--- src/ioCsrDefines_defines.svh ---
`ifndef IO_CSR_DEFINES_SVH
`define IO_CSR_DEFINES_SVH

// bus widths
`define IO_ADDR_W 7
`define IO_DATA_W 32

// peripheral sizes
`define IO_GPIO_W 16
`define IO_SPI_BITS 8
// clk cycles per sck half period
`define IO_SPI_DIV 4
`define IO_LANES 4
`define IO_COUNT_W 32

// register map, word index taken from paddr[6:2]
`define IO_REG_IDX_W 5
`define IO_NUM_REGS 10
`define IO_NUM_CNT 5

`endif

--- src/ioCsrPkg.sv ---
`default_nettype none

`include "ioCsrDefines_defines.svh"

package ioCsrPkg;

    typedef logic [`IO_ADDR_W-1:0] csrAddrT;
    typedef logic [`IO_DATA_W-1:0] csrDataT;
    typedef logic [`IO_DATA_W/8-1:0] csrStrbT;
    typedef logic [`IO_GPIO_W-1:0] gpioT;
    typedef logic [`IO_SPI_BITS-1:0] spiByteT;
    typedef logic [`IO_LANES-1:0] laneVecT;
    typedef logic [`IO_COUNT_W-1:0] perfCountT;

    // word index of each register; anything above REG_CNT_BRANCH is unmapped
    typedef enum logic [`IO_REG_IDX_W-1:0] {
        REG_GPIO_OUT    = 5'd0,
        REG_GPIO_OE     = 5'd1,
        REG_GPIO_IN     = 5'd2,
        REG_SPI_DATA    = 5'd3,
        REG_SPI_STATUS  = 5'd4,
        REG_CNT_COMMIT  = 5'd5,
        REG_CNT_WB      = 5'd6,
        REG_CNT_FETCH   = 5'd7,
        REG_CNT_MISPRED = 5'd8,
        REG_CNT_BRANCH  = 5'd9
    } csrRegT;

    typedef enum logic [1:0] {SPI_IDLE, SPI_LEAD, SPI_TRAIL} spiStateT;

endpackage

`default_nettype wire

--- src/csrBus.sv ---
`default_nettype none

`include "ioCsrDefines_defines.svh"

module csrBus (
    input  wire logic                  clk,
    input  wire logic                  rst,
    input  wire logic                  psel,
    input  wire logic                  penable,
    input  wire logic                  pwrite,
    input  wire ioCsrPkg::csrAddrT     paddr,
    input  wire ioCsrPkg::csrDataT     pwdata,
    input  wire ioCsrPkg::csrStrbT     pstrb,
    output logic                       pready,
    output logic                       pslverr,
    output ioCsrPkg::csrDataT          prdata,
    input  wire ioCsrPkg::gpioT        gpioOutReg,
    input  wire ioCsrPkg::gpioT        gpioOeReg,
    input  wire ioCsrPkg::gpioT        gpioInSync,
    input  wire logic                  spiBusy,
    input  wire ioCsrPkg::spiByteT     spiRx,
    input  wire ioCsrPkg::perfCountT   cntCommit,
    input  wire ioCsrPkg::perfCountT   cntWb,
    input  wire ioCsrPkg::perfCountT   cntFetch,
    input  wire ioCsrPkg::perfCountT   cntMispred,
    input  wire ioCsrPkg::perfCountT   cntBranch,
    output logic                       gpioWrOut,
    output logic                       gpioWrOe,
    output ioCsrPkg::csrDataT          wrData,
    output ioCsrPkg::csrStrbT          wrStrb,
    output logic                       spiStart,
    output ioCsrPkg::spiByteT          spiTx,
    output logic [`IO_NUM_CNT-1:0]     cntClear
);
    import ioCsrPkg::*;

    csrRegT regIdx;
    logic mapped;
    logic readOnly;
    logic stall;
    logic done;
    logic err;
    logic wrOk;
    csrDataT regVal;

    always_comb begin
        regIdx = csrRegT'(paddr[`IO_ADDR_W-1:2]);
        mapped = paddr[`IO_ADDR_W-1:2] < `IO_NUM_REGS;
        readOnly = (regIdx == REG_GPIO_IN) || (regIdx == REG_SPI_STATUS);
        // a new byte cannot be loaded while the shifter is running
        stall = pwrite && (regIdx == REG_SPI_DATA) && spiBusy;
        done = psel && penable && !stall;
        err = !mapped || (pwrite && readOnly);
        wrOk = done && pwrite && !err;
    end

    always_comb begin
        case (regIdx)
            REG_GPIO_OUT:    regVal = csrDataT'(gpioOutReg);
            REG_GPIO_OE:     regVal = csrDataT'(gpioOeReg);
            REG_GPIO_IN:     regVal = csrDataT'(gpioInSync);
            REG_SPI_DATA:    regVal = csrDataT'(spiRx);
            REG_SPI_STATUS:  regVal = csrDataT'(spiBusy);
            REG_CNT_COMMIT:  regVal = cntCommit;
            REG_CNT_WB:      regVal = cntWb;
            REG_CNT_FETCH:   regVal = cntFetch;
            REG_CNT_MISPRED: regVal = cntMispred;
            REG_CNT_BRANCH:  regVal = cntBranch;
            default:         regVal = '0;
        endcase
    end

    assign pready = done;
    assign pslverr = done && err;
    assign prdata = (done && !err) ? regVal : '0;

    // single-cycle strobes, only on a good completion
    assign gpioWrOut = wrOk && (regIdx == REG_GPIO_OUT);
    assign gpioWrOe = wrOk && (regIdx == REG_GPIO_OE);
    assign wrData = pwdata;
    assign wrStrb = pstrb;
    assign spiStart = wrOk && (regIdx == REG_SPI_DATA);
    assign spiTx = pwdata[`IO_SPI_BITS-1:0];

    // counter order matches the register map
    assign cntClear = {
        wrOk && (regIdx == REG_CNT_BRANCH),
        wrOk && (regIdx == REG_CNT_MISPRED),
        wrOk && (regIdx == REG_CNT_FETCH),
        wrOk && (regIdx == REG_CNT_WB),
        wrOk && (regIdx == REG_CNT_COMMIT)
    };

    // access phase only ever follows a selected setup phase
    apbEnableNeedsSel: assert property (@(posedge clk) disable iff (rst) penable |-> psel);

endmodule

`default_nettype wire

--- src/gpioPort.sv ---
`default_nettype none

module gpioPort (
    input  wire logic              clk,
    input  wire logic              rst,
    input  wire logic              gpioWrOut,
    input  wire logic              gpioWrOe,
    input  wire ioCsrPkg::csrDataT wrData,
    input  wire ioCsrPkg::csrStrbT wrStrb,
    input  wire ioCsrPkg::gpioT    gpioIn,
    output ioCsrPkg::gpioT         gpioOut,
    output ioCsrPkg::gpioT         gpioOe,
    output ioCsrPkg::gpioT         gpioInSync
);
    import ioCsrPkg::*;

    gpioT syncStage;

    // replace only the strobed bytes of a pin register
    function automatic gpioT mergeBytes(gpioT old, csrDataT data, csrStrbT strb);
        gpioT res;
        res = old;
        if (strb[0]) res[7:0] = data[7:0];
        if (strb[1]) res[15:8] = data[15:8];
        return res;
    endfunction

    always_ff @(posedge clk) begin
        if (rst) begin
            gpioOut <= '0;
            gpioOe <= '0;
        end else begin
            if (gpioWrOut) gpioOut <= mergeBytes(gpioOut, wrData, wrStrb);
            if (gpioWrOe) gpioOe <= mergeBytes(gpioOe, wrData, wrStrb);
        end
    end

    // two flops against metastability on the pins
    always_ff @(posedge clk) begin
        syncStage <= gpioIn;
        gpioInSync <= syncStage;
    end

endmodule

`default_nettype wire

--- src/spiMaster.sv ---
`default_nettype none

`include "ioCsrDefines_defines.svh"

module spiMaster (
    input  wire logic              clk,
    input  wire logic              rst,
    input  wire logic              spiStart,
    input  wire ioCsrPkg::spiByteT spiTx,
    input  wire logic              spiMiso,
    output logic                   spiBusy,
    output ioCsrPkg::spiByteT      spiRx,
    output logic                   spiClk,
    output logic                   spiMosi
);
    import ioCsrPkg::*;

    localparam int DivW = $clog2(`IO_SPI_DIV);
    localparam int BitW = $clog2(`IO_SPI_BITS);

    spiStateT state;
    logic [DivW-1:0] divCnt;
    logic [BitW-1:0] bitCnt;
    // tx bits leave at the top while rx bits enter at the bottom
    spiByteT shiftReg;
    logic halfDone;

    assign halfDone = (divCnt == DivW'(`IO_SPI_DIV - 1));
    assign spiBusy = (state != SPI_IDLE);

    always_ff @(posedge clk) begin
        if (rst) begin
            state <= SPI_IDLE;
            divCnt <= '0;
            bitCnt <= '0;
            spiClk <= 1'b0;
            spiMosi <= 1'b0;
        end else begin
            case (state)
                SPI_IDLE: begin
                    if (spiStart) begin
                        state <= SPI_LEAD;
                        divCnt <= '0;
                        bitCnt <= '0;
                        spiMosi <= spiTx[`IO_SPI_BITS-1];
                    end
                end
                SPI_LEAD: begin
                    divCnt <= divCnt + 1'b1;
                    if (halfDone) begin
                        // rising sck, sample miso here
                        state <= SPI_TRAIL;
                        divCnt <= '0;
                        spiClk <= 1'b1;
                    end
                end
                SPI_TRAIL: begin
                    divCnt <= divCnt + 1'b1;
                    if (halfDone) begin
                        divCnt <= '0;
                        spiClk <= 1'b0;
                        if (bitCnt == BitW'(`IO_SPI_BITS - 1)) begin
                            state <= SPI_IDLE;
                            spiMosi <= 1'b0;
                        end else begin
                            state <= SPI_LEAD;
                            bitCnt <= bitCnt + 1'b1;
                            spiMosi <= shiftReg[`IO_SPI_BITS-1];
                        end
                    end
                end
                default: state <= SPI_IDLE;
            endcase
        end
    end

    // data path, loaded on start and shifted on each rising sck
    always_ff @(posedge clk) begin
        if (state == SPI_IDLE && spiStart) begin
            shiftReg <= spiTx;
        end else if (state == SPI_LEAD && halfDone) begin
            shiftReg <= {shiftReg[`IO_SPI_BITS-2:0], spiMiso};
        end
        if (state == SPI_TRAIL && halfDone && bitCnt == BitW'(`IO_SPI_BITS - 1)) begin
            spiRx <= shiftReg;
        end
    end

    // the bus must hold off a new byte until the shifter is idle
    noStartWhileBusy: assert property (@(posedge clk) disable iff (rst) spiStart |-> !spiBusy);

endmodule

`default_nettype wire

--- src/perfCounters.sv ---
`default_nettype none

`include "ioCsrDefines_defines.svh"

module perfCounters (
    input  wire logic                   clk,
    input  wire logic                   rst,
    input  wire ioCsrPkg::laneVecT      commitValid,
    input  wire ioCsrPkg::laneVecT      wbValid,
    input  wire ioCsrPkg::laneVecT      fetchValid,
    input  wire logic                   branchMispred,
    input  wire logic                   branchCommitted,
    input  wire logic [`IO_NUM_CNT-1:0] cntClear,
    output ioCsrPkg::perfCountT         cntCommit,
    output ioCsrPkg::perfCountT         cntWb,
    output ioCsrPkg::perfCountT         cntFetch,
    output ioCsrPkg::perfCountT         cntMispred,
    output ioCsrPkg::perfCountT         cntBranch
);
    import ioCsrPkg::*;

    perfCountT counts [`IO_NUM_CNT];
    perfCountT incr [`IO_NUM_CNT];

    // number of lanes that carried an event this cycle
    function automatic perfCountT popCount(laneVecT lanes);
        perfCountT sum;
        sum = '0;
        for (int i = 0; i < `IO_LANES; i++) begin
            sum = sum + perfCountT'(lanes[i]);
        end
        return sum;
    endfunction

    // same order as cntClear and the register map
    always_comb begin
        incr[0] = popCount(commitValid);
        incr[1] = popCount(wbValid);
        incr[2] = popCount(fetchValid);
        incr[3] = perfCountT'(branchMispred);
        incr[4] = perfCountT'(branchCommitted);
    end

    always_ff @(posedge clk) begin
        for (int i = 0; i < `IO_NUM_CNT; i++) begin
            if (rst) begin
                counts[i] <= '0;
            end else if (cntClear[i]) begin
                // events on the clearing edge are dropped
                counts[i] <= '0;
            end else begin
                counts[i] <= counts[i] + incr[i];
            end
        end
    end

    assign cntCommit = counts[0];
    assign cntWb = counts[1];
    assign cntFetch = counts[2];
    assign cntMispred = counts[3];
    assign cntBranch = counts[4];

endmodule

`default_nettype wire

--- src/ioCsrTop.sv ---
`default_nettype none

`include "ioCsrDefines_defines.svh"

module ioCsrTop (
    input  wire logic                clk,
    input  wire logic                rst,
    input  wire logic                psel,
    input  wire logic                penable,
    input  wire logic                pwrite,
    input  wire ioCsrPkg::csrAddrT   paddr,
    input  wire ioCsrPkg::csrDataT   pwdata,
    input  wire ioCsrPkg::csrStrbT   pstrb,
    output logic                     pready,
    output logic                     pslverr,
    output ioCsrPkg::csrDataT        prdata,
    input  wire ioCsrPkg::gpioT      gpioIn,
    output ioCsrPkg::gpioT           gpioOut,
    output ioCsrPkg::gpioT           gpioOe,
    output logic                     spiClk,
    output logic                     spiMosi,
    input  wire logic                spiMiso,
    input  wire ioCsrPkg::laneVecT   commitValid,
    input  wire ioCsrPkg::laneVecT   wbValid,
    input  wire ioCsrPkg::laneVecT   fetchValid,
    input  wire logic                branchMispred,
    input  wire logic                branchCommitted
);
    import ioCsrPkg::*;

    // bus side strobes
    logic gpioWrOut;
    logic gpioWrOe;
    csrDataT wrData;
    csrStrbT wrStrb;
    logic spiStart;
    spiByteT spiTx;
    logic [`IO_NUM_CNT-1:0] cntClear;

    // peripheral state back to the read mux
    gpioT gpioInSync;
    logic spiBusy;
    spiByteT spiRx;
    perfCountT cntCommit;
    perfCountT cntWb;
    perfCountT cntFetch;
    perfCountT cntMispred;
    perfCountT cntBranch;

    csrBus bus (
        .clk(clk), .rst(rst),
        .psel(psel), .penable(penable), .pwrite(pwrite),
        .paddr(paddr), .pwdata(pwdata), .pstrb(pstrb),
        .pready(pready), .pslverr(pslverr), .prdata(prdata),
        .gpioOutReg(gpioOut), .gpioOeReg(gpioOe), .gpioInSync(gpioInSync),
        .spiBusy(spiBusy), .spiRx(spiRx),
        .cntCommit(cntCommit), .cntWb(cntWb), .cntFetch(cntFetch),
        .cntMispred(cntMispred), .cntBranch(cntBranch),
        .gpioWrOut(gpioWrOut), .gpioWrOe(gpioWrOe),
        .wrData(wrData), .wrStrb(wrStrb),
        .spiStart(spiStart), .spiTx(spiTx), .cntClear(cntClear)
    );

    gpioPort gpio (
        .clk(clk), .rst(rst),
        .gpioWrOut(gpioWrOut), .gpioWrOe(gpioWrOe),
        .wrData(wrData), .wrStrb(wrStrb), .gpioIn(gpioIn),
        .gpioOut(gpioOut), .gpioOe(gpioOe), .gpioInSync(gpioInSync)
    );

    spiMaster spi (
        .clk(clk), .rst(rst),
        .spiStart(spiStart), .spiTx(spiTx), .spiMiso(spiMiso),
        .spiBusy(spiBusy), .spiRx(spiRx), .spiClk(spiClk), .spiMosi(spiMosi)
    );

    perfCounters perf (
        .clk(clk), .rst(rst),
        .commitValid(commitValid), .wbValid(wbValid), .fetchValid(fetchValid),
        .branchMispred(branchMispred), .branchCommitted(branchCommitted),
        .cntClear(cntClear),
        .cntCommit(cntCommit), .cntWb(cntWb), .cntFetch(cntFetch),
        .cntMispred(cntMispred), .cntBranch(cntBranch)
    );

endmodule

`default_nettype wire

--- config.mk ---
export PLATFORM = sky130hd
export DESIGN_NAME = ioCsrTop
export DESIGN_NICKNAME = d
export VERILOG_FILES = /design/src/ioCsrPkg.sv /design/src/csrBus.sv /design/src/gpioPort.sv /design/src/spiMaster.sv /design/src/perfCounters.sv /design/src/ioCsrTop.sv
export VERILOG_INCLUDE_DIRS = /design/src
export SDC_FILE = /design/constraint.sdc
export NUM_CORES = 1
export LEC_CHECK = 0
export BUFFER_PORTS_ARGS = -buffer_cell sky130_fd_sc_hd__buf_2
export CAP_MARGIN = 20
export CORE_UTILIZATION = 38
export CTS_CLUSTER_SIZE = 28
export DETAILED_ROUTE_END_ITERATION = 10
export SLEW_MARGIN = 15
export SYNTH_ARGS = -nofsm -noshare
export SYNTH_HDL_FRONTEND = slang
export SYNTH_HIERARCHICAL = 1
export SYNTH_SLANG_ARGS = --single-unit
export TNS_END_PERCENT = 100
--- constraint.sdc ---
create_clock -name clk -period 3.1 [get_ports clk]
set_input_delay 0 -clock clk [delete_from_list [all_inputs] [get_ports clk]]
set_output_delay 0 -clock clk [all_outputs]
set_load 0.02 [all_outputs]
==> out/results.tsv, run 1 <==
metric	value	unit
outcome	complete, no violations	
p_leak	6.55	nW
htreeDepth	1	
powerDensity	460	nW/um2
ir_drop	0.462	mV
clkLatencyLatePin	570	ps
fp.dieH	199	um
final_area	17500	um2
critPathKind	reg2reg	
antenna_left	0	
track_usage	0.218	
fin_tns_setup	0	ps
rrSetupSlack	230	ps
comb_power_share	0.099	
maxSlewHeadroom	0.429	
numCtsBuffers	29	
layout_setup_ws	230	ps
routabilityCongestion	0.894	
finalCritPeriodShare	0.926	
drc	0	
avgSynthCellArea	10.3	um2
hpwl	32700	um
cts_tree	yes	
hold_ws	54.2	ps
holdCritPathClass	in2reg	
cts_buffer_depth	3	
num_rows	71	
viasPerCell	5.52	
fin_crit	2870	ps
clk_pin_slew	60	ps
total_power	8.06	mW
fp.dieArea	39400	um2
n_fill_cell	3663	
place_area	16200	um2
drive_above_1_share	0.174	
coreArea	37800	um2
grt_overflow	0	
p_sw	2.12	mW
hold_path_depth	3	
drt_iter0_markers	1118	
arrival	3160	ps
cp-start-kind	register	
min_to	gpio/gpioOut[13]	
r2r_start	spi/state[0]	
cts_setup_buffers	0	
fin_skew	23.7	ps
setup_violations	0	
rr_worst_depth	10	
cp_max_fo	24	
port_buffers	126	
pwr-share-clk	0.406	
required	3390	ps
finalMaxSlewViolations	0	
fmax	348	MHz
p_seq_frac	0.495	
nNetsFinal	1810	
hold_viol_final	0	
place_worst_setup_slack	160	ps
grt_antenna_before_repair	0	
start_util	0.388	
r2r-end	perf/counts[2][9]	
die_x	199	um
grt_pass1_vias	11415	
cp-end-kind	register	
io_pins	147	
internal-power	5.95	mW
maxCapViolCount	0	
yosysWarnings	6	
hp-start	pstrb[1]	
syn_inst	1419	
worst_pin_slew	850	ps
root_buffer	clkbuf_16	
num_vias	12371	
grt_max_degree	39	
clock_sinks	249	
synth_area	14700	um2
wire_per_inst	19.4	um
swShare	0.262	
wl	43400	um
syn2layout_area_growth	19.4	%
firstDrtPassIters	9	
grt_pass1_wl	65900	um
[layout make-up]
| class | instances | area (um2) | share of cell area |
|---|---|---|---|
| Multi-Input combinational cell | 1193 | 7800 | 0.445 |
| Sequential cell | 249 | 6750 | 0.385 |
| Clock buffer | 34 | 766 | 0.0437 |
| Timing Repair Buffer | 201 | 1310 | 0.0750 |
| Tap cell | 511 | 639 | 0.0365 |
| Inverter | 33 | 124 | 0.00707 |
| Antenna cell | 1 | 2.50 | 0.000143 |
| Clock inverter | 19 | 126 | 0.00721 |
[layout by cell type, fill, tap and decap left out, drive strengths merged, types with 9 or more instances in the layout]
| master | n |
|---|---|
| a222oi | 15 |
| nor2 | 110 |
| dfxtp | 73 |
| xor2 | 36 |
| or3 | 47 |
| a22oi | 18 |
| o31ai | 33 |
| edfxtp | 176 |
| nor3 | 18 |
| and3 | 18 |
| nand3 | 56 |
| ha | 16 |
| o21ai | 40 |
| mux2 | 51 |
| nand2b | 55 |
| clkinv | 16 |
| nand4 | 47 |
| xnor2 | 20 |
| clkbuf | 34 |
| and4 | 20 |
| dlygate4sd3 | 38 |
| buf | 163 |
| or2 | 12 |
| inv | 34 |
| nand2 | 87 |
| a32oi | 9 |
| mux2i | 63 |
| a21oi | 73 |
| a31oi | 20 |
| or4 | 41 |
| and2 | 14 |
| conb | 160 |
| nor4 | 20 |
[what timing repair did]
action | in CTS | in global routing
endpoints found under the hold margin | 62 | 0
hold buffers | 38 | 0
gates resized for setup | 0 | 2
setup endpoints to repair | 0 | 6
[power groups by stage]
stage | clock [mW] | combinational, mW | sequential [mW]
detailed placement | 0 | 0.742 | 4.06
floorplan | 0 | 0.556 | 3.95
global placement | 0 | 0.729 | 4.06
finish | 3.27 | 0.796 | 3.99
global route | 3.46 | 0.880 | 4.02
CTS | 3.34 | 0.784 | 3.99
[per-layer routing]
| layer | up-vias | global-route usage | part of all wire |
|---|---|---|---|
| li1 | 5840 | - | - |
| met1 | 5972 | 0.303 | 0.45 |
| met2 | 482 | 0.345 | 0.45 |
| met3 | 77 | 0.0378 | 0.073 |
| met4 | 0 | 0.0692 | 0.032 |
| met5 | - | 0 | 0 |
[registers in the layout, indices dropped and copies added, names as in the netlist]
name and cells:
gpio/syncStage 16, spi/spiMosi 1, spi/spiRx 8, gpio/gpioOe 16, spi/state 2, perf/counts 160, spi/divCnt 2, gpio/gpioInSync 16
gpio/gpioOut 16, spi/bitCnt 3, spi/spiClk 1, spi/shiftReg 8
[through the flow]
stage                     std cells   util
final                          2241  0.463
after global placement         2149  0.429
after CTS                      2240  0.463
after detailed placement       2149  0.429
after floorplan                1578      -
after global routing           2240  0.463
[worst max path at each step]
stage | startpoint | endpoint | slack [ps] | cells past startpoint
6_report | spi/state[0] | perf/counts[2][9] | 230 | 10
3_3_place_gp | spi/state[0] | perf/counts[1][22] | 290 | 10
4_1_cts | spi/state[0] | perf/counts[1][22] | 140 | 10
3_5_place_dp | spi/state[0] | perf/counts[1][22] | 160 | 10
2_1_floorplan | spi/state[0] | perf/counts[1][10] | 50 | 13
5_1_grt | spi/state[0] | perf/counts[2][19] | -20 | 10
[worst max-delay path, cell delays in order (launching register included)]
cell	delay (ps)
dfxtp_1	360
inv_1	130
ha_1	190
inv_1	60
nand2_1	110
o311ai_4	100
a211o_4	340
buf_4	230
nor4_2	430
or2_2	530
nor2_1	110
Note: power is estimated with default switching activity, not from simulation.
==> run 2: changes to the inputs <==
--- a/config.mk
+++ b/config.mk
@@ -14,6 +14,5 @@
 export SLEW_MARGIN = 15
 export SYNTH_ARGS = -nofsm -noshare
 export SYNTH_HDL_FRONTEND = slang
-export SYNTH_HIERARCHICAL = 1
 export SYNTH_SLANG_ARGS = --single-unit
 export TNS_END_PERCENT = 100
==> run 2 against run 1 <==
  * Core utilization up 1.2 points
  * Sequential cell count unchanged
  * Clock power up 6.7%
  * Critical endpoint is now prdata[14]
  * Largest cell class unchanged
  * Largest power group unchanged
==> out/results.tsv, run 2 <==
metric	value	unit
multi_input_area	7400	um2
outcome	complete, no violations	
layout_commonest_cell	edfxtp_1	
synth_top_area_cell	edfxtp_1	
grt_antenna_before_repair	0	
worstPathCellList	inv_1 > ha_1 > inv_1 > a41oi_1 > o211ai_1 > buf_4 > buf_12 > a41oi_1 > buf_2	
synth_area	14000	um2
top_register	perf.counts	
n_antenna_cell	0	
synth_area_leaders	edfxtp_1 (38%), dfxtp_1 (10%), a22oi_1 (4.0%), mux2i_1 (3.8%), a21oi_1 (3.2%)	
slowest_delay	430	ps
required	3100	ps
drt_iter0_markers	947	
track_usage	0.231	
ys_seq_area_frac	0.481	
avgSynthCellArea	10.1	um2
hold_viol_final	0	
n_fill_cell	3485	
ys_types	63	
fin_tns_setup	0	ps
clkLatencyLatePin	570	ps
clk_pin_slew	60	ps
finalCritPeriodShare	0.946	
fp.dieH	194	um
grt_pass1_vias	11972	
seq_area	6750	um2
antenna_left	0	
cp_slowest_cell	a41oi_1	
grt_pass1_wl	68400	um
critical-path-top-delay-family	compound AO/OA/AOI/OAI gates	
critPathKind	reg2out	
grt_overflow	0	
p_seq_frac	0.481	
port_buffers	126	
comb_power_share	0.099	
cp-start-kind	register	
synth_edf_count	176	
final_area	17300	um2
arrival	2930	ps
root_buffer	clkbuf_16	
htreeDepth	1	
grt_max_degree	31	
final_cell_mix	edfxtp_1 (176), conb_1 (160), buf_2 (127)	
syn2layout_area_growth	23.3	%
synth_commonest_cells	edfxtp_1 (176), nor2_1 (101), nand2_1 (92)	
finalMaxSlewViolations	0	
holdCritPathClass	in2reg	
cp_max_fo	28	
synth_ff_type	edfxtp_1	
routabilityCongestion	0.861	
cts_tree	yes	
maxCapViolCount	0	
cp-end-kind	output port	
p_sw	2.17	mW
maxSlewHeadroom	0.428	
fin_crit	2930	ps
wl	43800	um
firstDrtPassIters	5	
pwr-share-clk	0.421	
synth-async-reset-ratio	0	
nNetsFinal	1820	
worst_pin_slew	850	ps
grt_setup_unrepaired	no	
numCtsBuffers	30	
io_pins	147	
internal-power	6.13	mW
critical_path_buf_inv_count	5	
ir_drop	0.453	mV
drc	0	
syn_inst	1387	
cts_buffer_depth	3	
p_leak	6.52	nW
num_vias	12411	
viasPerCell	5.64	
drive_above_1_share	0.144	
largest_register_ff_count	160	
coreArea	36400	um2
swShare	0.261	
yosysWarnings	0	
powerDensity	480	nW/um2
fin_skew	32.1	ps
die_x	194	um
fp.dieArea	37700	um2
setup_violations	0	
clock_sinks	249	
num_rows	70	
synth_seq_cells	249	
wire_per_inst	19.9	um
hold_ws	25.3	ps
synth_most_common_cell	edfxtp_1	
start_util	0.385	
synth_top_cell_area_share	0.377	
fmax	341	MHz
hpwl	32800	um
place_area	15800	um2
run 2: power groups by stage:
stage	Sequential [mW]	Clock (mW)	Combinational [mW]
final	3.99	3.49	0.819
after global routing	4.01	3.67	0.919
after CTS	3.98	3.54	0.805
after detailed placement	4.05	0	0.761
after global placement	4.05	0	0.742
after floorplan	3.95	0	0.518
run 2: worst paths after layout:
| check | startpoint | end | slack, ps | cells past startpoint |
|---|---|---|---|---|
| max | spi.state[1] | prdata[14] | 170 | 9 |
| min reg2reg | gpio.syncStage[0] | gpio.gpioInSync[0] | 320 | 0 |
| min | pstrb[1] | gpio.gpioOe[15] | 30 | 5 |
| max reg2reg | perf.counts[2][0] | perf.counts[2][28] | 180 | 11 |
run 2: final cells by class:
cell class	count	area share
clock buffer	44	0.0525
clock inverter	12	0.00449
inverter	36	0.00781
multi-input combinational	1177	0.428
sequential	249	0.390
tap	468	0.0339
timing repair buffer	215	0.0831
run 2: worst register-to-register path, delay by kind of cell, from the launching register on:
kind / cells / cell delay [ps]
AOI/OAI and AO/OA: 2 / 290
adders and majority gates: 3 / 1000
buffers and inverters: 4 / 420
DFF: 1 / 390
and+or+nand+nor: 2 / 670
run 2: per-stage QoR:
step | util | power, mW | instances | worst slack [ps]
3_3_place_gp | 0.435 | 4.79 | 2096 | 198
3_5_place_dp | 0.435 | 4.81 | 2097 | 89.8
2_1_floorplan | - | 4.47 | 1546 | 280
5_1_grt | 0.475 | 8.60 | 2201 | 7.83
4_1_cts | 0.474 | 8.33 | 2197 | 58.6
6_report | 0.475 | 8.29 | 2201 | 167
run 2: what timing repair did:
| item | 4_1_cts | 5_1_grt |
|---|---|---|
| endpoints found under the setup margin | 4 | 12 |
| hold buffers | 41 | 0 |
| hold endpoints to repair | 62 | 0 |
| setup buffers | 3 | 4 |
| gates resized for setup | 0 | 2 |
| pin swaps | 1 | 2 |
run 2: cells by family (layout without fill, tap and decap cells):
| family | Yosys count | count (layout) | share of synthesized area |
|---|---|---|---|
| mux | 70 | 70 | 0.0515 |
| flops | 249 | 249 | 0.481 |
| compound gates | 342 | 342 | 0.161 |
| buf+inv | 120 | 307 | 0.0343 |
| fa+ha+maj | 32 | 32 | 0.0318 |
| simple gates | 521 | 521 | 0.208 |
| other cells | 1 | 160 | 0.000267 |
| xor+xnor | 52 | 52 | 0.0325 |
run 2: layer usage:
| metal | routed length, um | GRT usage | part of all wire |
|---|---|---|---|
| met1 | 19400 | 0.317 | 0.44 |
| met2 | 20100 | 0.374 | 0.46 |
| met3 | 2760 | 0.0306 | 0.063 |
| met4 | 1520 | 0.0805 | 0.035 |
| met5 | 0 | 0 | 0 |
==> run 3: changes to the inputs <==
==> constraint.sdc (replaced) <==
create_clock -name clk -period 3.32 [get_ports clk]
set_input_delay 0 -clock clk [delete_from_list [all_inputs] [get_ports clk]]
set_output_delay 0 -clock clk [all_outputs]
set_load 0.02 [all_outputs]
==> run 3 against run 2 <==
  * Clock-buffer cell count decreased by 2
  * Register-to-register slack improved by 60 ps
  * Clock power decreased by 7.4%
  * Power decreased by 7.3%
==> out/results.tsv, run 3 (synthesized netlist as in run 2, its figures left out) <==
metric	value	unit
viasPerCell	5.67	
critPathKind	reg2reg	
fmax	324	MHz
p_leak	6.45	nW
cts_resized	0	
wl	44200	um
p_sw	2.06	mW
finalMaxSlewViolations	0	
routabilityCongestion	0.895	
min_to	gpio.syncStage[5]	
critical_path_buf_inv_count	3	
comb_power_share	0.096	
hold_ws	39.7	ps
n_antenna_cell	0	
numCtsBuffers	30	
fp.dieH	194	um
path_common_cell	inv_1	
clock_sinks	249	
final_area	17100	um2
fin_crit	3080	ps
cp-start-kind	register	
layout_commonest_cell	edfxtp_1	
htreeDepth	1	
holdCritPathClass	in2reg	
grt_setup_unrepaired	no	
setup_violations	0	
placedCellCount	2089	
rr_worst_depth	10	
nNetsFinal	1805	
largest_register_ff_count	160	
cp-end-kind	register	
num_rows	70	
cp_slowest_cell	or4_1	
cts_buffer_depth	3	
maxSlewHeadroom	0.256	
cts_tree	yes	
hold_viol_final	0	
wire_per_inst	20.2	um
syn2layout_area_growth	22.2	%
drc	0	
swShare	0.268	
hp-start	gpioIn[5]	
r2r-end	perf.counts[2][26]	
final_cell_mix	edfxtp_1 (176), conb_1 (160), buf_2 (127)	
outcome	complete, no violations	
p_seq_frac	0.484	
rrSetupSlack	240	ps
internal-power	5.63	mW
powerDensity	449	nW/um2
top_register	perf.counts	
grt_pass1_vias	11802	
required	3730	ps
grt_antenna_before_repair	0	
port_buffers	126	
r2r_start	perf.counts[2][0]	
io_pins	147	
place_area	15800	um2
cp_max_fo	12	
slowest_delay	610	ps
root_buffer	clkbuf_16	
antenna_left	0	
grt_max_degree	33	
critical-path-top-delay-family	adder cells	
finalCritPeriodShare	0.928	
maxCapViolCount	0	
arrival	3490	ps
worst_pin_slew	1110	ps
hpwl	32900	um
die_x	194	um
track_usage	0.232	
firstDrtPassIters	7	
worstPathCellList	inv_1 > fa_1 > inv_1 > ha_1 > inv_1 > fa_1 > nor2b_1 > o211ai_1 > or4_1 > a21oi_1	
crit_cells	10	
clkLatencyLatePin	590	ps
coreArea	36400	um2
post_layout_nonfiller_instances	2186	
drt_iter0_markers	909	
drive_above_1_share	0.137	
fin_skew	25.9	ps
place_worst_setup_slack	255	ps
fin_tns_setup	0	ps
pwr-share-clk	0.420	
hold_path_depth	2	
clk_pin_slew	60	ps
fp.dieArea	37700	um2
grt_pass1_wl	67900	um
layout_setup_ws	238	ps
start_util	0.385	
num_vias	12392	
grt_overflow	0	
ir_drop	0.489	mV
-- run 3: worst max path at each step --
stage	startpoint	slack (ps)	endpoint
after global placement	perf.counts[2][0]	340	perf.counts[2][26]
final	perf.counts[2][0]	240	perf.counts[2][26]
after floorplan	perf.counts[2][0]	500	perf.counts[2][30]
after detailed placement	perf.counts[2][0]	250	perf.counts[2][28]
after global routing	perf.counts[2][0]	40	perf.counts[2][28]
after CTS	perf.counts[2][0]	240	perf.counts[2][28]
-- run 3: what timing repair did --
action / CTS / global route
hold buffers: 40 / 0
hold endpoints to repair: 63 / 0
setup buffers: 0 / 0
-- run 3: area by class of cell --
| type | instances | area (um2) |
|---|---|---|
| clock buffer | 42 | 858 |
| timing repair buffer | 200 | 1310 |
| clock inverter | 14 | 105 |
| inverter | 36 | 135 |
| multi-input combinational | 1177 | 7400 |
| fill | 3523 | 19300 |
| tap | 468 | 586 |
| sequential | 249 | 6750 |
-- run 3: per-stage QoR --
step	utilization	power, mW
2_1_floorplan	-	4.17
3_3_place_gp	0.433	4.45
3_5_place_dp	0.433	4.48
4_1_cts	0.470	7.73
5_1_grt	0.470	7.98
6_report	0.470	7.69
-- run 3: layer usage --
layer	GRT usage	vias up	part of all wire
met3	0.0438	74	0.071
met1	0.307	6013	0.43
met4	0.0891	0	0.039
li1	-	5858	-
met5	0	-	0
met2	0.375	447	0.46
-- run 3: worst register-to-register path: stages, from the launching register on --
cell and delay [ps]:
edfxtp_1 470, inv_1 120, fa_1 420, inv_1 70, ha_1 150, inv_1 50
fa_1 380, nor2b_1 170, o211ai_1 340, or4_1 610, a21oi_1 150
-- run 3: power by group through the flow --
stage               Sequential [mW]  Clock [mW]  Combinational (mW)
floorplan                      3.69           0               0.484
CTS                            3.72        3.28               0.729
global route                   3.75        3.40               0.827
detailed placement             3.79           0               0.689
global placement               3.78           0               0.672
finish                         3.72        3.23               0.738
